<file path="src/hdl/mmio_settings.svh">
`ifndef MMIO_SETTINGS_SVH
`define MMIO_SETTINGS_SVH

// SRAM depth in 32-bit words, word 0 at byte address 0
`define MMIO_RAM_WORDS 1024

// First byte address above RAM
`define MMIO_RAM_LIMIT 32'h0000_1000

// Keypad data word
`define MMIO_KEY_ADDR 32'hF000_0000

// Display window, limit is exclusive
`define MMIO_DISP_BASE 32'hF000_1000
`define MMIO_DISP_LIMIT 32'hF000_2000

// Returned by loads that have no real source
`define MMIO_BAD_DATA 32'hDEAD_BEEF

`endif

</file>
<file path="src/hdl/mmio_pkg.sv">
package mmio_pkg;

    typedef enum logic [1:0] {
        REQ_NONE,
        REQ_FETCH,
        REQ_LOAD,
        REQ_STORE
    } req_kind_e;

    typedef enum logic [1:0] {
        RGN_RAM,
        RGN_KEY,
        RGN_DISP,
        RGN_NONE
    } region_e;

    typedef enum logic [1:0] {
        WBM_IDLE,
        WBM_BUS,
        WBM_DONE
    } wbm_state_e;

    // CPU side, held until acknowledged
    typedef struct packed {
        req_kind_e   kind;
        logic [31:0] addr;
        logic [31:0] wdata;
    } cpu_req_t;

    typedef struct packed {
        logic        d_ack;
        logic        i_ack;
        logic [31:0] rdata;
    } cpu_rsp_t;

    // Wishbone classic, manager to slave
    typedef struct packed {
        logic        cyc;
        logic        stb;
        logic        we;
        logic [3:0]  sel;
        logic [31:0] adr;
        logic [31:0] dat;
    } wb_m2s_t;

    typedef struct packed {
        logic        ack;
        logic [31:0] dat;
    } wb_s2m_t;

    typedef struct packed {
        logic        wen;
        logic [31:0] addr;
        logic [31:0] data;
    } disp_out_t;

endpackage

</file>
<file path="src/hdl/mmio_access_control.sv">
`timescale 1ns/1ps
`include "mmio_settings.svh"

module mmio_access_control (
    input  logic                clk,
    input  logic                reset,
    input  mmio_pkg::cpu_req_t  cpu_req_i,
    input  mmio_pkg::region_e   region_i,
    input  logic [31:0]         key_data_i,
    output logic                key_rd_o,
    output logic                wbm_start_o,
    output logic                wbm_we_o,
    input  logic                wbm_done_i,
    input  logic [31:0]         wbm_rdata_i,
    output mmio_pkg::disp_out_t disp_o,
    input  logic                disp_ack_i,
    output mmio_pkg::cpu_rsp_t  cpu_rsp_o
);

    logic                busy_q;
    mmio_pkg::req_kind_e kind_q;
    mmio_pkg::region_e   region_q;
    logic                imm_ack_q;
    logic                wen_q;
    logic                disp_done_q;
    logic [31:0]         local_data_q;
    logic [31:0]         disp_addr_q;
    logic [31:0]         disp_data_q;
    logic                start;
    logic                is_load;
    logic                to_ram;
    logic                disp_start;
    logic                ack_any;

    assign start      = !busy_q && (cpu_req_i.kind != mmio_pkg::REQ_NONE);
    assign is_load    = (cpu_req_i.kind == mmio_pkg::REQ_LOAD);
    assign to_ram     = (region_i == mmio_pkg::RGN_RAM);
    assign disp_start = start && (region_i == mmio_pkg::RGN_DISP)
                        && (cpu_req_i.kind == mmio_pkg::REQ_STORE);

    // Kick off the target in the request cycle
    assign wbm_start_o = start && to_ram;
    assign wbm_we_o    = (cpu_req_i.kind == mmio_pkg::REQ_STORE);
    assign key_rd_o    = start && (region_i == mmio_pkg::RGN_KEY) && is_load;

    always_ff @(posedge clk or posedge reset) begin
        if (reset) begin
            busy_q      <= 1'b0;
            kind_q      <= mmio_pkg::REQ_NONE;
            region_q    <= mmio_pkg::RGN_NONE;
            imm_ack_q   <= 1'b0;
            wen_q       <= 1'b0;
            disp_done_q <= 1'b0;
        end else begin
            if (start) begin
                busy_q   <= 1'b1;
                kind_q   <= cpu_req_i.kind;
                region_q <= region_i;
            end else if (ack_any) begin
                busy_q <= 1'b0;
            end
            // Everything but RAM and display stores completes next cycle
            imm_ack_q <= start && !to_ram && !disp_start;
            // Display write waits on the external acknowledge
            if (disp_start) begin
                wen_q <= 1'b1;
            end else if (wen_q && disp_ack_i) begin
                wen_q <= 1'b0;
            end
            disp_done_q <= wen_q && disp_ack_i;
        end
    end

    // Load word for non-RAM targets, keypad sampled as of the request cycle
    always_ff @(posedge clk) begin
        if (start) begin
            if ((region_i == mmio_pkg::RGN_KEY) && is_load) begin
                local_data_q <= key_data_i;
            end else begin
                local_data_q <= `MMIO_BAD_DATA;
            end
        end
        if (disp_start) begin
            disp_addr_q <= cpu_req_i.addr;
            disp_data_q <= cpu_req_i.wdata;
        end
    end

    assign ack_any = busy_q && (imm_ack_q || disp_done_q || wbm_done_i);

    assign disp_o.wen  = wen_q;
    assign disp_o.addr = disp_addr_q;
    assign disp_o.data = disp_data_q;

    assign cpu_rsp_o.i_ack = ack_any && (kind_q == mmio_pkg::REQ_FETCH);
    assign cpu_rsp_o.d_ack = ack_any && (kind_q != mmio_pkg::REQ_FETCH);
    assign cpu_rsp_o.rdata = (region_q == mmio_pkg::RGN_RAM) ? wbm_rdata_i : local_data_q;

    a_one_ack: assert property (
        @(posedge clk) disable iff (reset)
        !(cpu_rsp_o.d_ack && cpu_rsp_o.i_ack)
    ) else $error("d_ack and i_ack together");

    // Manager only finishes cycles this block started
    a_done_owned: assert property (
        @(posedge clk) disable iff (reset)
        wbm_done_i |-> busy_q && (region_q == mmio_pkg::RGN_RAM)
    ) else $error("manager done without a RAM access");

endmodule

</file>
<file path="config.mk">
export PLATFORM = sky130hd
export DESIGN_NAME = mmio_access_control
export DESIGN_NICKNAME = d
export VERILOG_FILES = /design/src/hdl/mmio_pkg.sv /design/src/hdl/mmio_access_control.sv
export VERILOG_INCLUDE_DIRS = /design/src /design/src/hdl
export SDC_FILE = /design/constraint.sdc
export NUM_CORES = 1
export LEC_CHECK = 0
export BUFFER_PORTS_ARGS = -buffer_cell sky130_fd_sc_hd__buf_2
export CAP_MARGIN = 10
export CORE_MARGIN = 3
export CORE_UTILIZATION = 43
export CTS_BUF_LIST = sky130_fd_sc_hd__clkbuf_16
export DETAILED_ROUTE_END_ITERATION = 10
export GPL_TIMING_DRIVEN = 0
export HOLD_SLACK_MARGIN = 0.12
export PLACE_DENSITY_LB_ADDON = 0.3
export SKIP_LAST_GASP = 1
export SLEW_MARGIN = 30
export SYNTH_ARGS = -nofsm -noshare
export SYNTH_HDL_FRONTEND = slang
export SYNTH_SLANG_ARGS = --single-unit
export TNS_END_PERCENT = 50
</file>
<file path="constraint.sdc">
create_clock -name clk -period 7.2 [get_ports clk]
set_input_delay 0.72 -clock clk [delete_from_list [all_inputs] [get_ports clk]]
set_output_delay 0.72 -clock clk [all_outputs]
set_load 0.01 [all_outputs]
</file>
==> results_dict.tcl <==
set metrics [dict create \
    outcome "complete, no violations" \
    synth_cell_types 25 \
    ys_seq_area_frac 0.797 \
    path_buf_inv 3 \
    period_minus_slack_ps 2470 \
    via_count 2615 \
    synth_cells 203 \
    synth-seq-cells 104 \
    first_iter_violations 91 \
    synth_area_leaders "edfxtp_1 (74%), mux2_2 (9.3%), nand2b_1 (4.0%)" \
    cts_buffers 9 \
    synthesis.nets 339 \
    h-tree-depth 3 \
    clock_path_buffers 2 \
    critPathTopFamily "simple AND/OR/NAND/NOR gates" \
    drv_cap 0 \
    place.gp.congestion 0.747 \
    antenna_cells 0 \
    setup_viol 0 \
    rows 33 \
    fp.dieArea_mm2 0.0102 \
    detail-route-antenna-nets 0 \
    die_height_um 101 \
    final_common_cell "buf_2" \
    synth_xor_xnor_area_share 0 \
    yosysTopAreaCellShare 0.744 \
    routedWlPerCell_um 16.3 \
    whs_ps 328 \
    routed_wl_um 9240 \
    final_util 0.657 \
    netlist_area_mm2 0.00387 \
    synth-simple-area-share 0.0698 \
    r2r-start "busy_q" \
    post-route-drc-count 0 \
    root_buffer "clkbuf_16" \
    vias_per_cell 4.60 \
    place_inst 552 \
    setup-tns-final_ps 0 \
    synth.mux.area_fraction 0.0988 \
    arrival_ps 1750 \
    grt-ovfl-total 0 \
    crit_type "in2out" \
    grt_pass1_wl_um 13900 \
    clk_latency_ps 330 \
    avgSynthCellArea_um2 19.1 \
    synthAdderAreaFrac 0 \
    crit_slowest_cell "and4bb_2" \
    synth_top_family_by_area "multiplexers" \
    grt_pass1_vias 2768 \
    fp.dieW_um 101 \
    final_layout_size_suffix_gt1_frac 0.654 \
    start_kind "input port" \
    first_pass_iters 4 \
    io_buffers 237 \
    clk_pin_slew_ps 70 \
    layout_common_cells "buf_2 (240), edfxtp_1 (96), mux2_2 (32)" \
    worstPathCellList "buf_2, and4bb_2, buf_2, and2b_1, buf_2" \
    area_delta_synth_final_pct 43.6 \
    final_cell_count_no_fill 568 \
    crit_path_max_incr_delay_ps 380 \
    tightest_slew_ps 619 \
    min_period_over_period 0.343 \
    hpwlAfterDp_um 7530 \
    antenna_found_initial 0 \
    hold_viol 0 \
    worst_clock_skew_ps 6.71 \
    ir_worst_vdd_mv 0.141 \
    cts_resized 0 \
    start_util 0.458 \
    yosysTopAreaCell "edfxtp_1" \
    ys_warn_count 0 \
    cp-startpoint "region_i[1]" \
    p_total_mw 1.59 \
    grtUsageTotal 0.181 \
    slew_viol_final 0 \
    synth_compound_area_frac 0.0174 \
    rsz0062_at_grt "no" \
    hold_class "in2async" \
    cts_tree "yes" \
    coreArea_mm2 0.00846 \
    layout.nets 594 \
    crit_top_cell "buf_2" \
    max_freq_mhz 405 \
    post_cts_buffers 0 \
    max_slew_margin 0.587 \
    power.leakage_nw 2.30 \
    fillers 634 \
    clock_sink_count 104 \
    io_pins 238 \
    postCtsHoldBufs 0 \
    grt_start_max_net_pins 33 \
    cp_max_fo 10 \
    end_kind "primary output" \
    cp.required_ps 6480 \
    powerDensity_mw_per_mm2 286 \
]
[flip-flops by register name (all words and copies together) (netlist names)]
name	flops
disp_addr_q	32
disp_done_q	1
region_q	2
disp_data_q	32
kind_q	2
wen_q	1
imm_ack_q	1
busy_q	1
local_data_q	32
[metrics by stage]
stage	setup WS, ps	instance area (µm²)
after floorplan	1420	3870
after global placement	-40.1	5190
after detailed placement	4590	5250
after CTS	4690	5560
after global routing	4640	5560
final	4730	5560
[final timing paths]
path	slack, ps	to	cells after the start
worst max-delay path	4730	key_rd_o	5
max in group asynchronous	6580	region_q[1]	2
worst max register to register	4920	disp_data_q[21]	6
worst min register to register	470	busy_q	1
min in group clk	470	busy_q	1
worst min-delay path	330	kind_q[0]	2
[routing by layer]
| metal | GRT usage | routed length, µm | part of all wire | vias to the layer above |
|---|---|---|---|---|
| li1 | - | - | - | 1268 |
| met1 | 0.187 | 3050 | 0.33 | 1185 |
| met2 | 0.331 | 4870 | 0.53 | 154 |
| met3 | 0.0713 | 1190 | 0.13 | 8 |
| met4 | 0.0654 | 130 | 0.014 | 0 |
| met5 | 0 | 0 | 0 | - |
[final cells by class]
| cell class | instances | area [µm²] | share of cell area |
|---|---|---|---|
| Sequential cell | 104 | 3090 | 0.555 |
| Timing Repair Buffer | 244 | 1240 | 0.223 |
| Multi-Input combinational cell | 86 | 726 | 0.130 |
| Clock buffer | 9 | 225 | 0.0405 |
| Tap cell | 105 | 131 | 0.0236 |
| Clock inverter | 7 | 88.8 | 0.0160 |
| Buffer | 7 | 45.0 | 0.00810 |
| Inverter | 6 | 22.5 | 0.00405 |
[cells in the mapped netlist]
cell type   n
a21boi_0    1
a21o_1      1
a21oi_1     1
and2_1     10
and2b_1     1
and4bb_2    1
buf_2       3
buf_4       4
dfrtp_1     6
dfstp_2     2
edfxtp_1   96
inv_1       6
mux2_1      2
mux2_2     32
nand2_1     1
nand2b_1   25
nor2_2      1
nor2b_1     1
nor3_1      3
o21ai_0     1
o21ba_2     1
o21bai_1    1
o31ai_1     1
o32ai_1     1
o41ai_1     1
[logic make-up after synthesis]
logic type	after synthesis
flops	104
simple gates	43
buf+inv	13
mux	34
compound gates	9
[report_power, final]
part	internal, mW	leakage, nW	switching [mW]	total, mW
logic	0.177	1.22	0.175	0.352
registers	0.722	0.921	0.0180	0.740
clock network	0.303	0.160	0.197	0.500
total	1.20	2.30	0.389	1.59
Power figures use the tool's default switching activity.
