[config.mk]
export PLATFORM = sky130hd
export DESIGN_NAME = mmio_keypad_register
export DESIGN_NICKNAME = d
export VERILOG_FILES = /design/src/hdl/mmio_settings.svh /design/src/hdl/mmio_keypad_register.sv
export SDC_FILE = /design/constraint.sdc
export NUM_CORES = 1
export LEC_CHECK = 0
export BUFFER_PORTS_ARGS = -buffer_cell sky130_fd_sc_hd__buf_2
export CORE_MARGIN = 1
export CORE_UTILIZATION = 37
export CTS_CLUSTER_SIZE = 12
export DETAILED_ROUTE_END_ITERATION = 8
export PLACE_DENSITY = 0.74
export SLEW_MARGIN = 10
export SYNTH_ARGS = -nofsm -noshare
export SYNTH_HDL_FRONTEND = slang
export SYNTH_SLANG_ARGS = --single-unit
[constraint.sdc]
create_clock -name clk -period 0.9 [get_ports clk]
set_input_delay 0.225 -clock clk [delete_from_list [all_inputs] [get_ports clk]]
set_output_delay 0.225 -clock clk [all_outputs]
set_load 0.01 [all_outputs]
[src/hdl/mmio_settings.svh]
`ifndef MMIO_SETTINGS_SVH
`define MMIO_SETTINGS_SVH

// SRAM depth in 32-bit words, word 0 at byte address 0
`define MMIO_RAM_WORDS 1024

// First byte address above RAM
`define MMIO_RAM_LIMIT 32'h0000_1000

// Keypad data word
`define MMIO_KEY_ADDR 32'hF000_0000

// Display window, limit is exclusive
`define MMIO_DISP_BASE 32'hF000_1000
`define MMIO_DISP_LIMIT 32'hF000_2000

// Returned by loads that have no real source
`define MMIO_BAD_DATA 32'hDEAD_BEEF

`endif

[src/hdl/mmio_keypad_register.sv]
`timescale 1ns/1ps

module mmio_keypad_register (
    input  logic        clk,
    input  logic        reset,
    input  logic [4:0]  key_code_i,
    input  logic [1:0]  key_app_i,
    input  logic        key_rise_i,
    input  logic        rd_i,
    output logic [31:0] key_data_o
);

    logic       valid_q;
    logic [4:0] code_q;
    logic [1:0] app_q;

    // Latest key event
    always_ff @(posedge clk or posedge reset) begin
        if (reset) begin
            code_q <= '0;
            app_q  <= '0;
        end else if (key_rise_i) begin
            code_q <= key_code_i;
            app_q  <= key_app_i;
        end
    end

    // A new rise beats a read in the same cycle
    always_ff @(posedge clk or posedge reset) begin
        if (reset) begin
            valid_q <= 1'b0;
        end else if (key_rise_i) begin
            valid_q <= 1'b1;
        end else if (rd_i) begin
            valid_q <= 1'b0;
        end
    end

    // valid | zeros | app | code
    always_comb begin
        key_data_o      = '0;
        key_data_o[31]  = valid_q;
        key_data_o[6:5] = app_q;
        key_data_o[4:0] = code_q;
    end

endmodule

==> results.sh, run 1 <==
export IMPL_drtPass1Iterations=1
export IMPL_drcViolationCount=0
export IMPL_r2r_end="app_q[1]"
export IMPL_min_path_cells=2
export IMPL_tns_ps=-636
export IMPL_drtAntennaViolNets=0
export IMPL_die_area_um2=1570
export IMPL_antenna_found_initial=0
export IMPL_ys_top_cells_by_count="buf_4 (25), dfrtp_1 (8), mux2_4 (7), inv_1 (2)"
export IMPL_p_leak_nw=0.368
export IMPL_grt_busiest_layer="met2"
export IMPL_rows=13
export IMPL_h_tree_depth=1
export IMPL_cp_cell_sequence="buf_2"
export IMPL_use_met2_pct=15.2
export IMPL_crit_arrival_ps=760
export IMPL_grtUsageMet1_pct=13.3
export IMPL_numClockSinks=8
export IMPL_cellPowerDensity_nw_per_um2=1510
export IMPL_rsz0062_at_grt="yes"
export IMPL_crit_type="flip-flop to primary output"
export IMPL_die_h_um=39.6
export IMPL_yosysTopAreaCell="dfrtp_1"
export IMPL_min_from="key_code_i[0]"
export IMPL_fmax_mhz=1010
export IMPL_crit_slowest_cell="dfrtp_1"
export IMPL_setup_viol=8
export IMPL_cpLargestDelayFamily="flip-flops"
export IMPL_maxSlewViolCount=0
export IMPL_worstPathRequired_ps=670
export IMPL_nets=84
export IMPL_async_flop_share_pct=100
export IMPL_port_buffers=18
export IMPL_critical_path_max_stage_delay_ps=380
export IMPL_wirelength_um=725
export IMPL_outcome="finished, violations left"
export IMPL_crit_path_max_fanout=2
export IMPL_hpwl_um=547
export IMPL_diodes=0
export IMPL_vdd_drop_max_uv=559
export IMPL_hold_ws_ps=205
export IMPL_cts_tree="yes"
export IMPL_path_clk_slew_ps=50
export IMPL_fin_util_pct=46.4
export IMPL_yosys_cell_types_count=7
export IMPL_grt_use_met3_pct=5.11
export IMPL_root_buffer="clkbuf_4"
export IMPL_period_needed_ps=989
export IMPL_coreArea_um2=1320
export IMPL_yosysMostFrequentCell="buf_4"
export IMPL_synth_edff_count=0
export IMPL_end_kind="primary output"
export IMPL_synth_seq_cells=8
export IMPL_wl_per_cell_um=8.43
export IMPL_vias=312
export IMPL_synth_area_um2=524
export IMPL_overflow=0
export IMPL_finalHoldViolCount=0
export IMPL_fin_ws_ps=-89.0
export IMPL_gp_congestion=0.573
export IMPL_failed_checks="setup timing"
export IMPL_track_usage_pct=11.1
export IMPL_start_util_pct=39.8
export IMPL_rr_startpoint="app_q[1]"
export IMPL_synthTopCellsByArea="dfrtp_1 (38%), buf_4 (36%), mux2_4 (20%), buf_6 (2.1%), a21o_2 (1.7%)"
export IMPL_viasPerCell=3.63
export IMPL_min_period_over_period_pct=110
export IMPL_grt_pass1_vias=256
export IMPL_hold_end="code_q[0]"
export IMPL_grt_max_degree=9
export IMPL_maxCapViolCount=0
export IMPL_pre_cts_slack_ps=-13.5
export IMPL_ys_warn_count=0
export IMPL_syn_avg_cell_area_um2=11.7
export IMPL_synthFlopType="dfrtp_1"
export IMPL_synthCells=45
export IMPL_area_growth_pct=16.7
export IMPL_numCtsBuffers=3
export IMPL_clk_latency_ps=240
export IMPL_synth_top_area_share_pct=38.2
export IMPL_drtIter0Drc=0
export IMPL_drive_above_1_share_pct=50.7
export IMPL_grt_pass1_wl_um=1050
export IMPL_rrSetupSlack_ps=20
export IMPL_crit_path_start_kind="flip-flop"
export IMPL_rr_worst_depth=2
export IMPL_cp_num_buf_inv=1
export IMPL_skew_ps=0
export IMPL_synth_seq_area_share_pct=38.2
export IMPL_io_pins=43
export IMPL_hold_path_class="input port to flip-flop"
export IMPL_die_width_um=39.6
export IMPL_clk_path_buf_depth=2
## state kept, by name, indices dropped and copies added (netlist names)
| signal | flops |
|---|---|
| code_q | 5 |
| app_q | 2 |
| valid_q | 1 |
## per-stage QoR
step	power [W]	cell area [um^2]	cells
floorplan	0.000632	611	68
global placement	0.000607	520	75
detailed placement	0.000612	520	75
CTS	0.000931	598	85
global route	0.000999	612	86
finish	0.000921	612	86
## power breakdown
| part | internal, W | switching, W | total [W] |
|---|---|---|---|
| Clock | 0.000152 | 0.000111 | 0.000263 |
| Sequential | 0.000395 | 0.0000172 | 0.000412 |
| Combinational | 0.000132 | 0.000114 | 0.000246 |
| Total | 0.000678 | 0.000243 | 0.000921 |
## worst reg2reg max path, stage by stage, from the launching register on
cell and delay (ps):
dfrtp_1 380, buf_4 130, mux2_4 250
## layer usage
metal	routed length [um]	share of wire, %	vias to the layer above
met1	298	41	141
met3	85	12	0
li1	-	-	144
met2	342	47	27
met4	0	0	0
met5	0	0	-
## worst max path at each step
| stage | from | to | depth (start not counted) |
|---|---|---|---|
| after floorplan | app_q[0] | app_q[0] | 1 |
| after global placement | key_rise_i | app_q[0] | 2 |
| after detailed placement | key_rise_i | code_q[1] | 2 |
| after CTS | code_q[2] | key_data_o[2] | 1 |
| after global routing | code_q[3] | key_data_o[3] | 1 |
| final | code_q[3] | key_data_o[3] | 1 |
## cells in the final DEF, fill, tap and decap left out
master         count
a21o_2             1
buf_6              1
conb_1            24
clkbuf_4           3
inv_1              2
dfrtp_1            8
buf_2             17
mux2_4             7
buf_4              7
dlygate4sd3_1      1
## logic make-up (layout without fill, tap and decap cells)
kind of cell	count (synthesis)	in the layout	synth area share, %
buffers and inverters	28	31	39.4
DFF	8	8	38.2
muxes	7	7	20.0
other	1	24	0.715
AOI/OAI and AO/OA	1	1	1.67
## area by class of cell
class	instances	area (um^2)
inverters	2	7.51
flip-flops and latches	8	200
well taps	15	18.8
fillers	134	706
repair buffers	26	159
clock buffers	3	22.5
multi-input cells	32	204
## timing repair
| action | in CTS | in global routing |
|---|---|---|
| setup buffers | 6 | 1 |
| gates resized for setup | 0 | 1 |
| cloned | 0 | 0 |
| hold endpoints to repair | 8 | 0 |
| hold buffers | 1 | 0 |
| setup endpoints to repair | 8 | 12 |
No activity file was read; power rests on OpenSTA's default activity.
==> run 2: changes to the inputs <==
BUFFER_PORTS_ARGS = unset   (was -buffer_cell sky130_fd_sc_hd__buf_2)
CORE_AREA = 2 2 39 41   (was unset)
CORE_MARGIN = unset   (was 1)
CORE_UTILIZATION = unset   (was 37)
DIE_AREA = 0 0 41 43   (was unset)
DONT_BUFFER_PORTS = 1   (was unset)
PLACE_DENSITY = 0.51   (was 0.74)
==> results.sh, run 2 (synthesized netlist as in run 1, its figures left out) <==
export IMPL_outcome="finished, violations left"
export IMPL_failed_checks="setup timing"
export IMPL_cp_cell_sequence="buf_6"
export IMPL_tns_ps=-241
export IMPL_gp_congestion=0.540
export IMPL_viasPerCell=3.61
export IMPL_rsz0062_at_grt="yes"
export IMPL_diodes=0
export IMPL_root_buffer="clkbuf_4"
export IMPL_port_buffers=0
export IMPL_hpwl_um=461
export IMPL_maxCapViolCount=0
export IMPL_path_clk_slew_ps=50
export IMPL_numClockSinks=8
export IMPL_min_from="key_rise_i"
export IMPL_fin_ws_ps=-82.5
export IMPL_grt_pass1_vias=229
export IMPL_drive_above_1_share_pct=30.0
export IMPL_skew_ps=0
export IMPL_clk_path_buf_depth=2
export IMPL_coreArea_um2=1380
export IMPL_crit_path_max_fanout=2
export IMPL_area_growth_pct=-3.58
export IMPL_cp_num_buf_inv=1
export IMPL_die_width_um=41
export IMPL_grt_pass1_wl_um=924
export IMPL_multiInputGateArea_um2=204
export IMPL_h_tree_depth=1
export IMPL_path_depth=1
export IMPL_largest_register_ff_count=5
export IMPL_vias=238
export IMPL_drtAntennaViolNets=0
export IMPL_top_register="code_q"
export IMPL_wl_per_cell_um=9.41
export IMPL_reg_largest_list="code_q x5, app_q x2, valid_q x1"
export IMPL_die_h_um=43
export IMPL_vdd_drop_max_uv=693
export IMPL_drcViolationCount=0
export IMPL_io_pins=43
export IMPL_numCtsBuffers=3
export IMPL_rr_startpoint="code_q[2]"
export IMPL_antenna_found_initial=0
export IMPL_p_leak_nw=0.284
export IMPL_critical_path_max_stage_delay_ps=380
export IMPL_cellPowerDensity_nw_per_um2=1680
export IMPL_min_path_cells=1
export IMPL_final_common_cell="conb_1"
export IMPL_wirelength_um=621
export IMPL_fmax_mhz=1020
export IMPL_worstSetupStartpoint="code_q[3]"
export IMPL_register_area_um2=200
export IMPL_pre_cts_slack_ps=105
export IMPL_start_util_pct=37.9
export IMPL_rr_worst_depth=2
export IMPL_drtIter0Drc=0
export IMPL_end_kind="primary output"
export IMPL_final_area_um2=505
export IMPL_finalHoldViolCount=0
export IMPL_setup_viol=3
export IMPL_most_common_layout_cells="conb_1 (24), dfrtp_1 (8), mux2_4 (7), clkbuf_4 (3), buf_6 (3)"
export IMPL_cts_tree="yes"
export IMPL_overflow=0
export IMPL_min_period_over_period_pct=109
export IMPL_die_area_um2=1760
export IMPL_fin_cells=66
export IMPL_period_needed_ps=982
export IMPL_crit_arrival_ps=760
export IMPL_crit_slowest_cell="dfrtp_1"
export IMPL_placed_area_um2=454
export IMPL_worstPathRequired_ps=670
export IMPL_drtPass1Iterations=1
export IMPL_nets=63
export IMPL_cpLargestDelayFamily="flip-flops"
export IMPL_placed_cells=61
export IMPL_grt_max_degree=9
export IMPL_fillers=153
export IMPL_hold_path_class="input port to flip-flop"
export IMPL_track_usage_pct=8.46
export IMPL_rows=14
export IMPL_clk_latency_ps=250
export IMPL_crit_path_start_kind="flip-flop"
export IMPL_crit_type="flip-flop to primary output"
export IMPL_maxSlewViolCount=0
-- run 2: cell count changes in the layout (fill, tap and decap cells not counted), sizes merged --
cell | before | now
buf | 25 | 4
-- run 2: worst paths after layout --
path	endpoint	slack, ps
worst max-delay path	key_data_o[3]	-80
worst max register to register	code_q[2]	10
worst min register to register	code_q[1]	530
worst min-delay path	valid_q	70
min in group asynchronous	code_q[4]	360
max in group asynchronous	app_q[0]	310
-- run 2: per-layer routing --
metal | part of all wire, % | GRT usage, % | vias to the layer above
met2 | 49 | 10.9 | 26
li1 | - | - | 100
met4 | 0 | 4.00 | 0
met1 | 35 | 9.80 | 112
met3 | 16 | 6.81 | 0
met5 | 0 | 0 | -
-- run 2: final cells by class --
class | instances | area share [%]
Multi-Input combinational cell | 32 | 40.3
Tap cell | 16 | 3.96
Inverter | 2 | 1.49
Sequential cell | 8 | 39.6
Clock buffer | 3 | 4.46
Timing Repair Buffer | 5 | 10.1
-- run 2: through the flow --
stage / hold slack, ps / util [%] / power (W)
after floorplan: 40.7 / - / 0.000632
after global placement: 77.5 / 32.8 / 0.000569
after detailed placement: 78.2 / 32.8 / 0.000569
after CTS: 57.4 / 36.5 / 0.000868
after global routing: 62.0 / 36.5 / 0.000909
final: 70.2 / 36.5 / 0.000848
-- run 2: repair_timing --
item	CTS	global route
resized for setup	3	0
setup buffers	1	0
cloned	0	0
hold endpoints to repair	8	0
pin swaps	0	0
setup endpoints to repair	4	9
hold buffers	1	0
-- run 2: power breakdown --
group / switching (W) / internal [W]
combinational: 0.0000738 / 0.0000821
clock: 0.000111 / 0.000152
sequential: 0.0000339 / 0.000395
