--- config.mk ---
export PLATFORM = sky130hd
export DESIGN_NAME = mmio_wb_manager
export DESIGN_NICKNAME = d
export VERILOG_FILES = /design/src/hdl/mmio_settings.svh /design/src/hdl/mmio_pkg.sv /design/src/hdl/mmio_wb_manager.sv
export SDC_FILE = /design/constraint.sdc
export NUM_CORES = 1
export LEC_CHECK = 0
export ABC_CLOCK_PERIOD_IN_PS = 5600
export BUFFER_PORTS_ARGS = -buffer_cell sky130_fd_sc_hd__buf_2
export CORE_UTILIZATION = 37
export DETAILED_ROUTE_END_ITERATION = 8
export PLACE_DENSITY = 0.75
export REMOVE_ABC_BUFFERS = 1
export SYNTH_ARGS = -nofsm -noshare
export SYNTH_HDL_FRONTEND = slang
export SYNTH_SLANG_ARGS = --single-unit
--- constraint.sdc ---
create_clock -name clk -period 5.6 [get_ports clk]
set_input_delay 0.84 -clock clk [delete_from_list [all_inputs] [get_ports clk]]
set_output_delay 0.84 -clock clk [all_outputs]
set_load 0.02 [all_outputs]
--- src/hdl/mmio_settings.svh ---
`ifndef MMIO_SETTINGS_SVH
`define MMIO_SETTINGS_SVH

// SRAM depth in 32-bit words, word 0 at byte address 0
`define MMIO_RAM_WORDS 1024

// First byte address above RAM
`define MMIO_RAM_LIMIT 32'h0000_1000

// Keypad data word
`define MMIO_KEY_ADDR 32'hF000_0000

// Display window, limit is exclusive
`define MMIO_DISP_BASE 32'hF000_1000
`define MMIO_DISP_LIMIT 32'hF000_2000

// Returned by loads that have no real source
`define MMIO_BAD_DATA 32'hDEAD_BEEF

`endif

--- src/hdl/mmio_pkg.sv ---
package mmio_pkg;

    typedef enum logic [1:0] {
        REQ_NONE,
        REQ_FETCH,
        REQ_LOAD,
        REQ_STORE
    } req_kind_e;

    typedef enum logic [1:0] {
        RGN_RAM,
        RGN_KEY,
        RGN_DISP,
        RGN_NONE
    } region_e;

    typedef enum logic [1:0] {
        WBM_IDLE,
        WBM_BUS,
        WBM_DONE
    } wbm_state_e;

    // CPU side, held until acknowledged
    typedef struct packed {
        req_kind_e   kind;
        logic [31:0] addr;
        logic [31:0] wdata;
    } cpu_req_t;

    typedef struct packed {
        logic        d_ack;
        logic        i_ack;
        logic [31:0] rdata;
    } cpu_rsp_t;

    // Wishbone classic, manager to slave
    typedef struct packed {
        logic        cyc;
        logic        stb;
        logic        we;
        logic [3:0]  sel;
        logic [31:0] adr;
        logic [31:0] dat;
    } wb_m2s_t;

    typedef struct packed {
        logic        ack;
        logic [31:0] dat;
    } wb_s2m_t;

    typedef struct packed {
        logic        wen;
        logic [31:0] addr;
        logic [31:0] data;
    } disp_out_t;

endpackage

--- src/hdl/mmio_wb_manager.sv ---
`timescale 1ns/1ps

module mmio_wb_manager (
    input  logic              clk,
    input  logic              reset,
    input  logic              start_i,
    input  logic              we_i,
    input  logic [31:0]       adr_i,
    input  logic [31:0]       dat_i,
    output mmio_pkg::wb_m2s_t wb_o,
    input  mmio_pkg::wb_s2m_t wb_i,
    output logic              done_o,
    output logic [31:0]       rdata_o
);

    mmio_pkg::wbm_state_e state_q;
    mmio_pkg::wbm_state_e state_d;

    logic        we_q;
    logic [31:0] adr_q;
    logic [31:0] dat_q;
    logic [31:0] rdata_q;
    logic        accept;
    logic        bus_end;

    assign accept  = (state_q == mmio_pkg::WBM_IDLE) && start_i;
    assign bus_end = (state_q == mmio_pkg::WBM_BUS) && wb_i.ack;

    always_comb begin
        state_d = state_q;
        case (state_q)
            mmio_pkg::WBM_IDLE: begin
                if (start_i) begin
                    state_d = mmio_pkg::WBM_BUS;
                end
            end
            mmio_pkg::WBM_BUS: begin
                if (wb_i.ack) begin
                    state_d = mmio_pkg::WBM_DONE;
                end
            end
            mmio_pkg::WBM_DONE: begin
                state_d = mmio_pkg::WBM_IDLE;
            end
            default: begin
                state_d = mmio_pkg::WBM_IDLE;
            end
        endcase
    end

    always_ff @(posedge clk or posedge reset) begin
        if (reset) begin
            state_q <= mmio_pkg::WBM_IDLE;
            we_q    <= 1'b0;
        end else begin
            state_q <= state_d;
            if (accept) begin
                we_q <= we_i;
            end else if (bus_end) begin
                we_q <= 1'b0;
            end
        end
    end

    // Address and write data held for the whole cycle
    always_ff @(posedge clk) begin
        if (accept) begin
            adr_q <= adr_i;
            dat_q <= dat_i;
        end
        if (bus_end) begin
            rdata_q <= wb_i.dat;
        end
    end

    assign wb_o.cyc = (state_q == mmio_pkg::WBM_BUS);
    assign wb_o.stb = (state_q == mmio_pkg::WBM_BUS);
    assign wb_o.we  = we_q;
    assign wb_o.sel = 4'hF;
    assign wb_o.adr = adr_q;
    assign wb_o.dat = dat_q;

    assign done_o  = (state_q == mmio_pkg::WBM_DONE);
    assign rdata_o = rdata_q;

    a_stb_cyc: assert property (
        @(posedge clk) disable iff (reset)
        wb_o.stb |-> wb_o.cyc
    ) else $error("stb without cyc");

    a_adr_stable: assert property (
        @(posedge clk) disable iff (reset)
        wb_o.stb && !wb_i.ack |=> $stable(wb_o.adr)
    ) else $error("address moved during strobe");

    // Access control must not start a second cycle while one is in flight
    a_start_idle: assert property (
        @(posedge clk) disable iff (reset)
        start_i |-> state_q == mmio_pkg::WBM_IDLE
    ) else $error("start while manager busy");

endmodule

==> results by group, run 1 <==
Pwr
  – Clock share of power: 23.2%
  – Power Density: 410.3 nW/um2
  – Reg power frac: 55.5%
  – Power Internal: 0.001248 W
  – Logic pwr share: 21.3%
  – Sw Share: 30.78%
  – Switching power: 0.0005549 W
  – Leakage: 1.882 nW
  – Maximum VDD drop: 0.1482 mV

Floorplanning
  – Die Area: 8729 um2
  – DIE HEIGHT: 93.43 um
  – Starting density of the core: 39.21%
  – Die X: 93.43 um
  – Num rows: 32
  – # IOs: 205
  – Core footprint: 7888 um2

Clock network
  – CTS Hold Bufs: 0
  – CTS tree: built
  – Resize count post-CTS: 0
  – Clk root buf: clkbuf_8
  – Clock tree buffer depth: 2
  – Sink Count: 99
  – # H-tree levels: 3
  – Post-CTS Repair Setup Buffers: 0
  – Worst-path clk slew: 90 ps
  – Clock Latency Late Sink: 360 ps
  – CTS Buf Count: 9

Drt
  – Drc violations: 0
  – Met3 routed wirelength: 626 um
  – Initial detailed-routing violation count: 80
  – Routed met1 length: 2696 um
  – Via Count: 1,919
  – Routed len/inst: 15.92 um
  – WL final: 6957 um
  – Antenna-violating nets left: 0
  – Met2 routed WL: 3513 um
  – DR vias/cell: 4.391
  – Top Layer Used: met4
  – Drt first pass iters: 4

Synthesis
  – Yosys cell types: 15
  – Netlist Area Pre-Place: 3093 um2
  – Mapped Cells: 120
  – #FFs+latches synth: 99
  – Post-Syn Area per Cell: 25.77 um2
  – Seq/Total Area, Yosys: 95.63%
  – Count of yosys warnings during synthesis: 0

Timing
  – Worst slew pin tran: 776.8 ps
  – Fin crit period: 2060 ps
  – Fmax: 485.5 MHz
  – Final WS setup: 3540 ps
  – RSZ-0062 raised after global routing: no
  – Clk_skew: 12.76 ps
  – Hold Fails Final Rpt: 0
  – Hold WS: 347.1 ps
  – Final setup vio count: 0
  – Slew HR: 48.21%
  – Final worst path period share: 36.78%
  – Slew Viols, Final: 0
  – Setup TNS: 0 ps

Global route
  – Global-route wire length before repair: 9853 um
  – Vias in the first global route: 1,815
  – Initial antenna violation count: 0
  – GRT overflow: 0
  – Largest net degree at the start of global routing: 65
  – Total global-route track usage: 15.92%

Worst setup path
  – Crit Path Category: register to primary output
  – CP Data Arrival Time: 1220 ps
  – Endpoint class of the critical path: primary output
  – Startpoint types: register
  – Critical path fanouts, max: 5
  – CP required: 4760 ps

Place
  – RePlAce Congestion: 0.7081
  – Worst slack, placed: 3444 ps
  – Placed insts: 421
  – Port Buffer Count: 200
  – Dpl hpwl: 5426 um

Layout
  – # diodes: 0
  – Non-Filler Instances: 437
  – Post-layout net count: 431
  – Ratio of cells with drive above 1 in the final layout: 65.37%
  – Area growth syn-to-layout: 42.03%

Status
  – Status: completed

Job
  – # Max-Cap Violations: 0

Min path
  – Worst min-delay path class: primary input to asynchronous set/reset pin
through the flow:
stage	util (%)	power, W	cell area (um2)
after floorplan	-	0.001250	3059
after global placement	53.35	0.001396	4208
after detailed placement	53.35	0.001407	4208
after CTS	55.69	0.001822	4393
after global routing	55.69	0.001880	4393
final	55.69	0.001803	4393
critical path, cell delays in order, from the launching register on:
cell     delay, ps
dfrtp_1        480
inv_1           90
nor2_1         120
buf_2          180
final cells by class:
cell class | count | area [um2]
Clock inverter | 7 | 61.31
Inverter | 2 | 7.507
Sequential cell | 99 | 2958
Tap cell | 102 | 127.6
Fill cell | 654 | 3495
Clock buffer | 9 | 123.9
Timing Repair Buffer | 202 | 1016
Multi-Input combinational cell | 16 | 98.84
synth_stat cells:
library cell  instances  area [um2]
a211oi_1              1       7.510
a31oi_1               1       6.260
and2_1                2       12.51
and2b_1               1       7.510
buf_4                 6       45.04
conb_1                1       3.750
dfrtp_1               3       75.07
edfxtp_1             96        2883
inv_1                 2       7.510
nor2_1                2       7.510
nor2b_1               1       6.260
nor2b_4               1       13.76
nor3b_1               1       7.510
o21ai_0               1       5.000
o21ai_1               1       5.000
placed cells by master, fill, tap and decap left out:
cell,synthesis,final
o21ai_1,1,1
a31oi_1,1,1
buf_4,6,2
clkbuf_8,0,9
inv_1,2,2
inv_8,0,2
dfrtp_1,3,3
nor2_1,2,2
and2b_1,1,1
nor2b_1,1,1
clkinv_1,0,1
nor2b_4,1,1
clkinv_4,0,4
a211oi_1,1,1
edfxtp_1,96,96
buf_2,0,200
conb_1,1,4
nor3b_2,0,1
and2_1,2,2
o21ai_0,1,1
power groups by stage:
stage / Sequential [W] / Combinational, W / Clock (W)
3_5_place_dp: 0.00102 / 0.000389 / 0
2_1_floorplan: 0.00117 / 0.0000805 / 0
3_3_place_gp: 0.00101 / 0.000383 / 0
6_report: 0.00100 / 0.000384 / 0.000418
4_1_cts: 0.00100 / 0.000389 / 0.000432
5_1_grt: 0.00101 / 0.000408 / 0.000462
worst paths after layout:
check / from / to / slack (ps) / depth (start not counted)
worst max-delay path: state_q[1] / done_o / 3540 / 3
min in group clk: state_q[1] / state_q[0] / 590 / 1
worst min-delay path: reset / state_q[0] / 350 / 2
max in group asynchronous: reset / we_q / 5110 / 2
worst min register to register: state_q[1] / state_q[0] / 590 / 1
worst max register to register: state_q[1] / adr_q[6] / 3890 / 2
routing by layer:
| layer | GRT usage, % | vias up |
|---|---|---|
| li1 | - | 875 |
| met1 | 18.67 | 908 |
| met2 | 26.59 | 127 |
| met3 | 4.959 | 9 |
| met4 | 7.692 | 0 |
| met5 | 0 | - |
cell families after synthesis:
| family | share of synthesized area [%] |
|---|---|
| AO/OA/AOI/OAI | 0.7685 |
| buffers and inverters | 1.699 |
| flip-flops | 95.63 |
| other | 0.1212 |
| AND/OR/NAND/NOR | 1.780 |
flip-flops by register name (all words and copies together) (netlist names):
signal / count
we_q: 1
adr_q: 32
state_q: 2
rdata_o: 32
dat_q: 32
Note: power is estimated with default switching activity, not from simulation.
==> inputs of run 2 (changes only) <==
--- a/config.mk
+++ b/config.mk
@@ -5,7 +5,8 @@
 export SDC_FILE = /design/constraint.sdc
 export NUM_CORES = 1
 export LEC_CHECK = 0
-export ABC_CLOCK_PERIOD_IN_PS = 5600
+export ABC_AREA = 1
+export ABC_CLOCK_PERIOD_IN_PS = 1740
 export BUFFER_PORTS_ARGS = -buffer_cell sky130_fd_sc_hd__buf_2
 export CORE_UTILIZATION = 37
 export DETAILED_ROUTE_END_ITERATION = 8
==> constraint.sdc (replaced) <==
create_clock -name clk -period 1.74 [get_ports clk]
set_input_delay 0.261 -clock clk [delete_from_list [all_inputs] [get_ports clk]]
set_output_delay 0.261 -clock clk [all_outputs]
set_load 0.02 [all_outputs]
==> run 2 against run 1 <==
Compared with the run above:
- flip-flop and latch count did not move
- wire length is 0.89% lower
- global-route usage fell by 0.89 points
- largest power group unchanged
- cell count is 0.46% higher
- count of clock-buffer cells in the layout did not move
- clock power rose to 3.1 times the previous value
==> results by group, run 2 <==
Drt
  – Antenna-violating nets left: 0 (unchanged)
  – Drc violations: 0 (unchanged)
  – WL final: 6895 um (was 6957 um)
  – Met3 routed wirelength: 765 um (was 626 um)
  – Initial detailed-routing violation count: 48 (was 80)
  – Top Layer Used: met4 (unchanged)
  – Met2 routed WL: 3477 um (was 3513 um)
  – Via Count: 1,904 (was 1,919)
  – Routed len/inst: 15.71 um (was 15.92 um)
  – Routed met1 length: 2626 um (was 2696 um)
  – Drt first pass iters: 4 (unchanged)
  – DR vias/cell: 4.337 (was 4.391)

Place
  – Port Buffer Count: 200 (unchanged)
  – RePlAce Congestion: 0.7488 (was 0.7081)
  – Placed insts: 422 (was 421)
  – Worst slack, placed: 371.1 ps (was 3444 ps)
  – Dpl hpwl: 5359 um (was 5426 um)

Layout
  – Area growth syn-to-layout: 42.82% (was 42.03%)
  – Ratio of cells with drive above 1 in the final layout: 65.88% (was 65.37%)
  – Post-layout net count: 433 (was 431)
  – Commonest non-fill, non-tap cell in the layout: buf_2 (unchanged)
  – # diodes: 0 (unchanged)
  – Core Util, Final: 55.87% (was 55.69%)
  – Most frequent cells in the layout: 200 x buf_2, 96 x edfxtp_1, 9 x clkbuf_8 (unchanged)
  – Non-Filler Instances: 439 (was 437)

Timing
  – Clk_skew: 8.063 ps (was 12.76 ps)
  – Setup TNS: 0 ps (unchanged)
  – Hold Fails Final Rpt: 0 (unchanged)
  – Final setup vio count: 0 (unchanged)
  – Fin crit period: 1407 ps
  – Hold WS: 77.34 ps (was 347.1 ps)
  – Final worst path period share: 80.89%
  – Final WS setup: 332.6 ps (was 3540 ps)
  – RSZ-0062 raised after global routing: no (unchanged)
  – Fmax: 710.5 MHz
  – Slew Viols, Final: 0 (unchanged)

Synthesis
  – Post-synth top cells: 96 x edfxtp_1, 6 x buf_4, 6 x inv_1 (was 96 x edfxtp_1, 6 x buf_4, 3 x dfrtp_1)
  – Top-count cell post-synth: edfxtp_1 (unchanged)
  – Netlist Area Pre-Place: 3085 um2 (was 3093 um2)
  – Post-synth top area cell: edfxtp_1 (unchanged)
  – Post-synth EDFFs: 96 (unchanged)
  – Ys async rst share: 3.030% (unchanged)
  – Mapped Cells: 121 (was 120)
  – Seq/Total Area, Yosys: 95.86% (was 95.63%)
  – Post-Syn Area per Cell: 25.50 um2 (was 25.77 um2)
  – Yosys cell types: 12 (was 15)
  – #FFs+latches synth: 99 (unchanged)
  – Synth area leaders: edfxtp_1 93%, dfrtp_1 2.4%, buf_4 1.5% (unchanged)
  – Yosys top cell area share: 93.43% (was 93.20%)
  – Top_reg_cell synth: edfxtp_1 (unchanged)
  – Count of yosys warnings during synthesis: 0 (unchanged)

Floorplanning
  – Core footprint: 7888 um2 (unchanged)
  – Die X: 93.32 um (was 93.43 um)
  – Num rows: 32 (unchanged)
  – DIE HEIGHT: 93.32 um (was 93.43 um)
  – # IOs: 205 (unchanged)
  – Die Area: 8709 um2 (was 8729 um2)
  – Starting density of the core: 39.12% (was 39.21%)

Pwr
  – Power Density: 1229 nW/um2 (was 410.3 nW/um2)
  – Maximum VDD drop: 0.5020 mV (was 0.1482 mV)
  – Leakage: 1.902 nW (was 1.882 nW)

Clock network
  – CTS Buf Count: 9 (unchanged)
  – CTS tree: built (unchanged)
  – Sink Count: 99 (unchanged)
  – Clock tree buffer depth: 2 (unchanged)
  – Clk root buf: clkbuf_8 (unchanged)
  – Worst-path clk slew: 100 ps (was 90 ps)
  – # H-tree levels: 3 (unchanged)
  – Clock Latency Late Sink: 350 ps (was 360 ps)

Global route
  – Total global-route track usage: 15.04% (was 15.92%)
  – Initial antenna violation count: 0 (unchanged)
  – Largest net degree at the start of global routing: 65 (unchanged)
  – GRT overflow: 0 (unchanged)
  – Vias in the first global route: 1,782 (was 1,815)
  – Global-route wire length before repair: 9280 um (was 9853 um)

Worst setup path
  – Worst path cell trace: inv_1 -> nand2_1 -> inv_1 -> buf_2 (was inv_1 -> nor2_1 -> buf_2)
  – CP required: 1480 ps (was 4760 ps)
  – CP max stage delay: 390 ps (was 480 ps)
  – Crit Path Category: register to primary output (unchanged)
  – CP Data Arrival Time: 1150 ps (was 1220 ps)
  – Register-to-Register Setup Slack: 340 ps (was 3890 ps)
  – Endpoint class of the critical path: primary output (unchanged)
  – Crit path buf inv count: 3 (was 2)
  – Critical path fanouts, max: 3 (was 5)
  – Startpoint types: register (unchanged)
  – Most used cell, CP: inv_1
  – Cell family with most CP delay: flip-flops (unchanged)
  – Crit-path slowest cell: dfrtp_1 (unchanged)

Job
  – # Max-Cap Violations: 0 (unchanged)

Min path
  – Worst min-delay path class: primary input to register (was primary input to asynchronous set/reset pin)

Status
  – Status: completed (unchanged)
run 2: changes by cell type after synthesis, moves of 2 or more:
cell	before	now
inv_1	2	6
nand3_2	0	2
nand2_2	0	2
and2_1	2	0
run 2: what timing repair did:
item                                   in CTS  in global routing
hold buffers                                1                  0
resized for setup                           0                  0
endpoints found under the hold margin       3                  0
setup buffers                               0                  0
run 2: worst reg2reg max path, cell delays in order, from the launching register on:
cell	delay, ps
dfrtp_1	440
nor2_2	140
nand2_2	90
inv_2	80
buf_12	300
run 2: final timing paths:
check                      startpoint         end  depth (start not counted)
max                        state_q[1]    wb_o[70]                          4
min reg2reg                      we_q        we_q                          2
max in group asynchronous       reset        we_q                          3
max reg2reg                state_q[0]    adr_q[7]                          4
min in group asynchronous       reset  state_q[1]                          3
min                         dat_i[29]   dat_q[29]                          1
run 2: through the flow:
step / total power [W] / cell area [um2]
floorplan: 0.003703 / 3052
global placement: 0.004144 / 4220
detailed placement: 0.004173 / 4220
CTS: 0.005476 / 4407
global route: 0.005637 / 4407
finish: 0.005414 / 4407
run 2: power breakdown:
| group | leakage, nW | switching, W | internal, W | total, W |
|---|---|---|---|---|
| Sequential | 0.936 | 0.0000794 | 0.00299 | 0.00307 |
| Clock | 0.0804 | 0.000781 | 0.000530 | 0.00131 |
| Combinational | 0.886 | 0.000712 | 0.000319 | 0.00103 |
run 2: routing by layer:
| layer | up-vias | GRT usage, % |
|---|---|---|
| met5 | - | 0 |
| met4 | 0 | 4.231 |
| met3 | 4 | 6.585 |
| met2 | 126 | 24.88 |
| met1 | 902 | 17.87 |
| li1 | 872 | - |
run 2: final cells by class:
| type | instances | area (um2) |
|---|---|---|
| multi-input combinational | 13 | 71.32 |
| sequential | 99 | 2958 |
| inverter | 6 | 22.52 |
| fill | 663 | 3481 |
| timing repair buffer | 203 | 1051 |
| tap | 102 | 127.6 |
| clock buffer | 9 | 123.9 |
| clock inverter | 7 | 52.55 |
run 2: kinds of logic after synthesis:
family	synth area share [%]
AO/OA/AOI/OAI	0.1621
buffers and inverters	2.190
flip-flops	95.86
other	0.1215
AND/OR/NAND/NOR	1.662
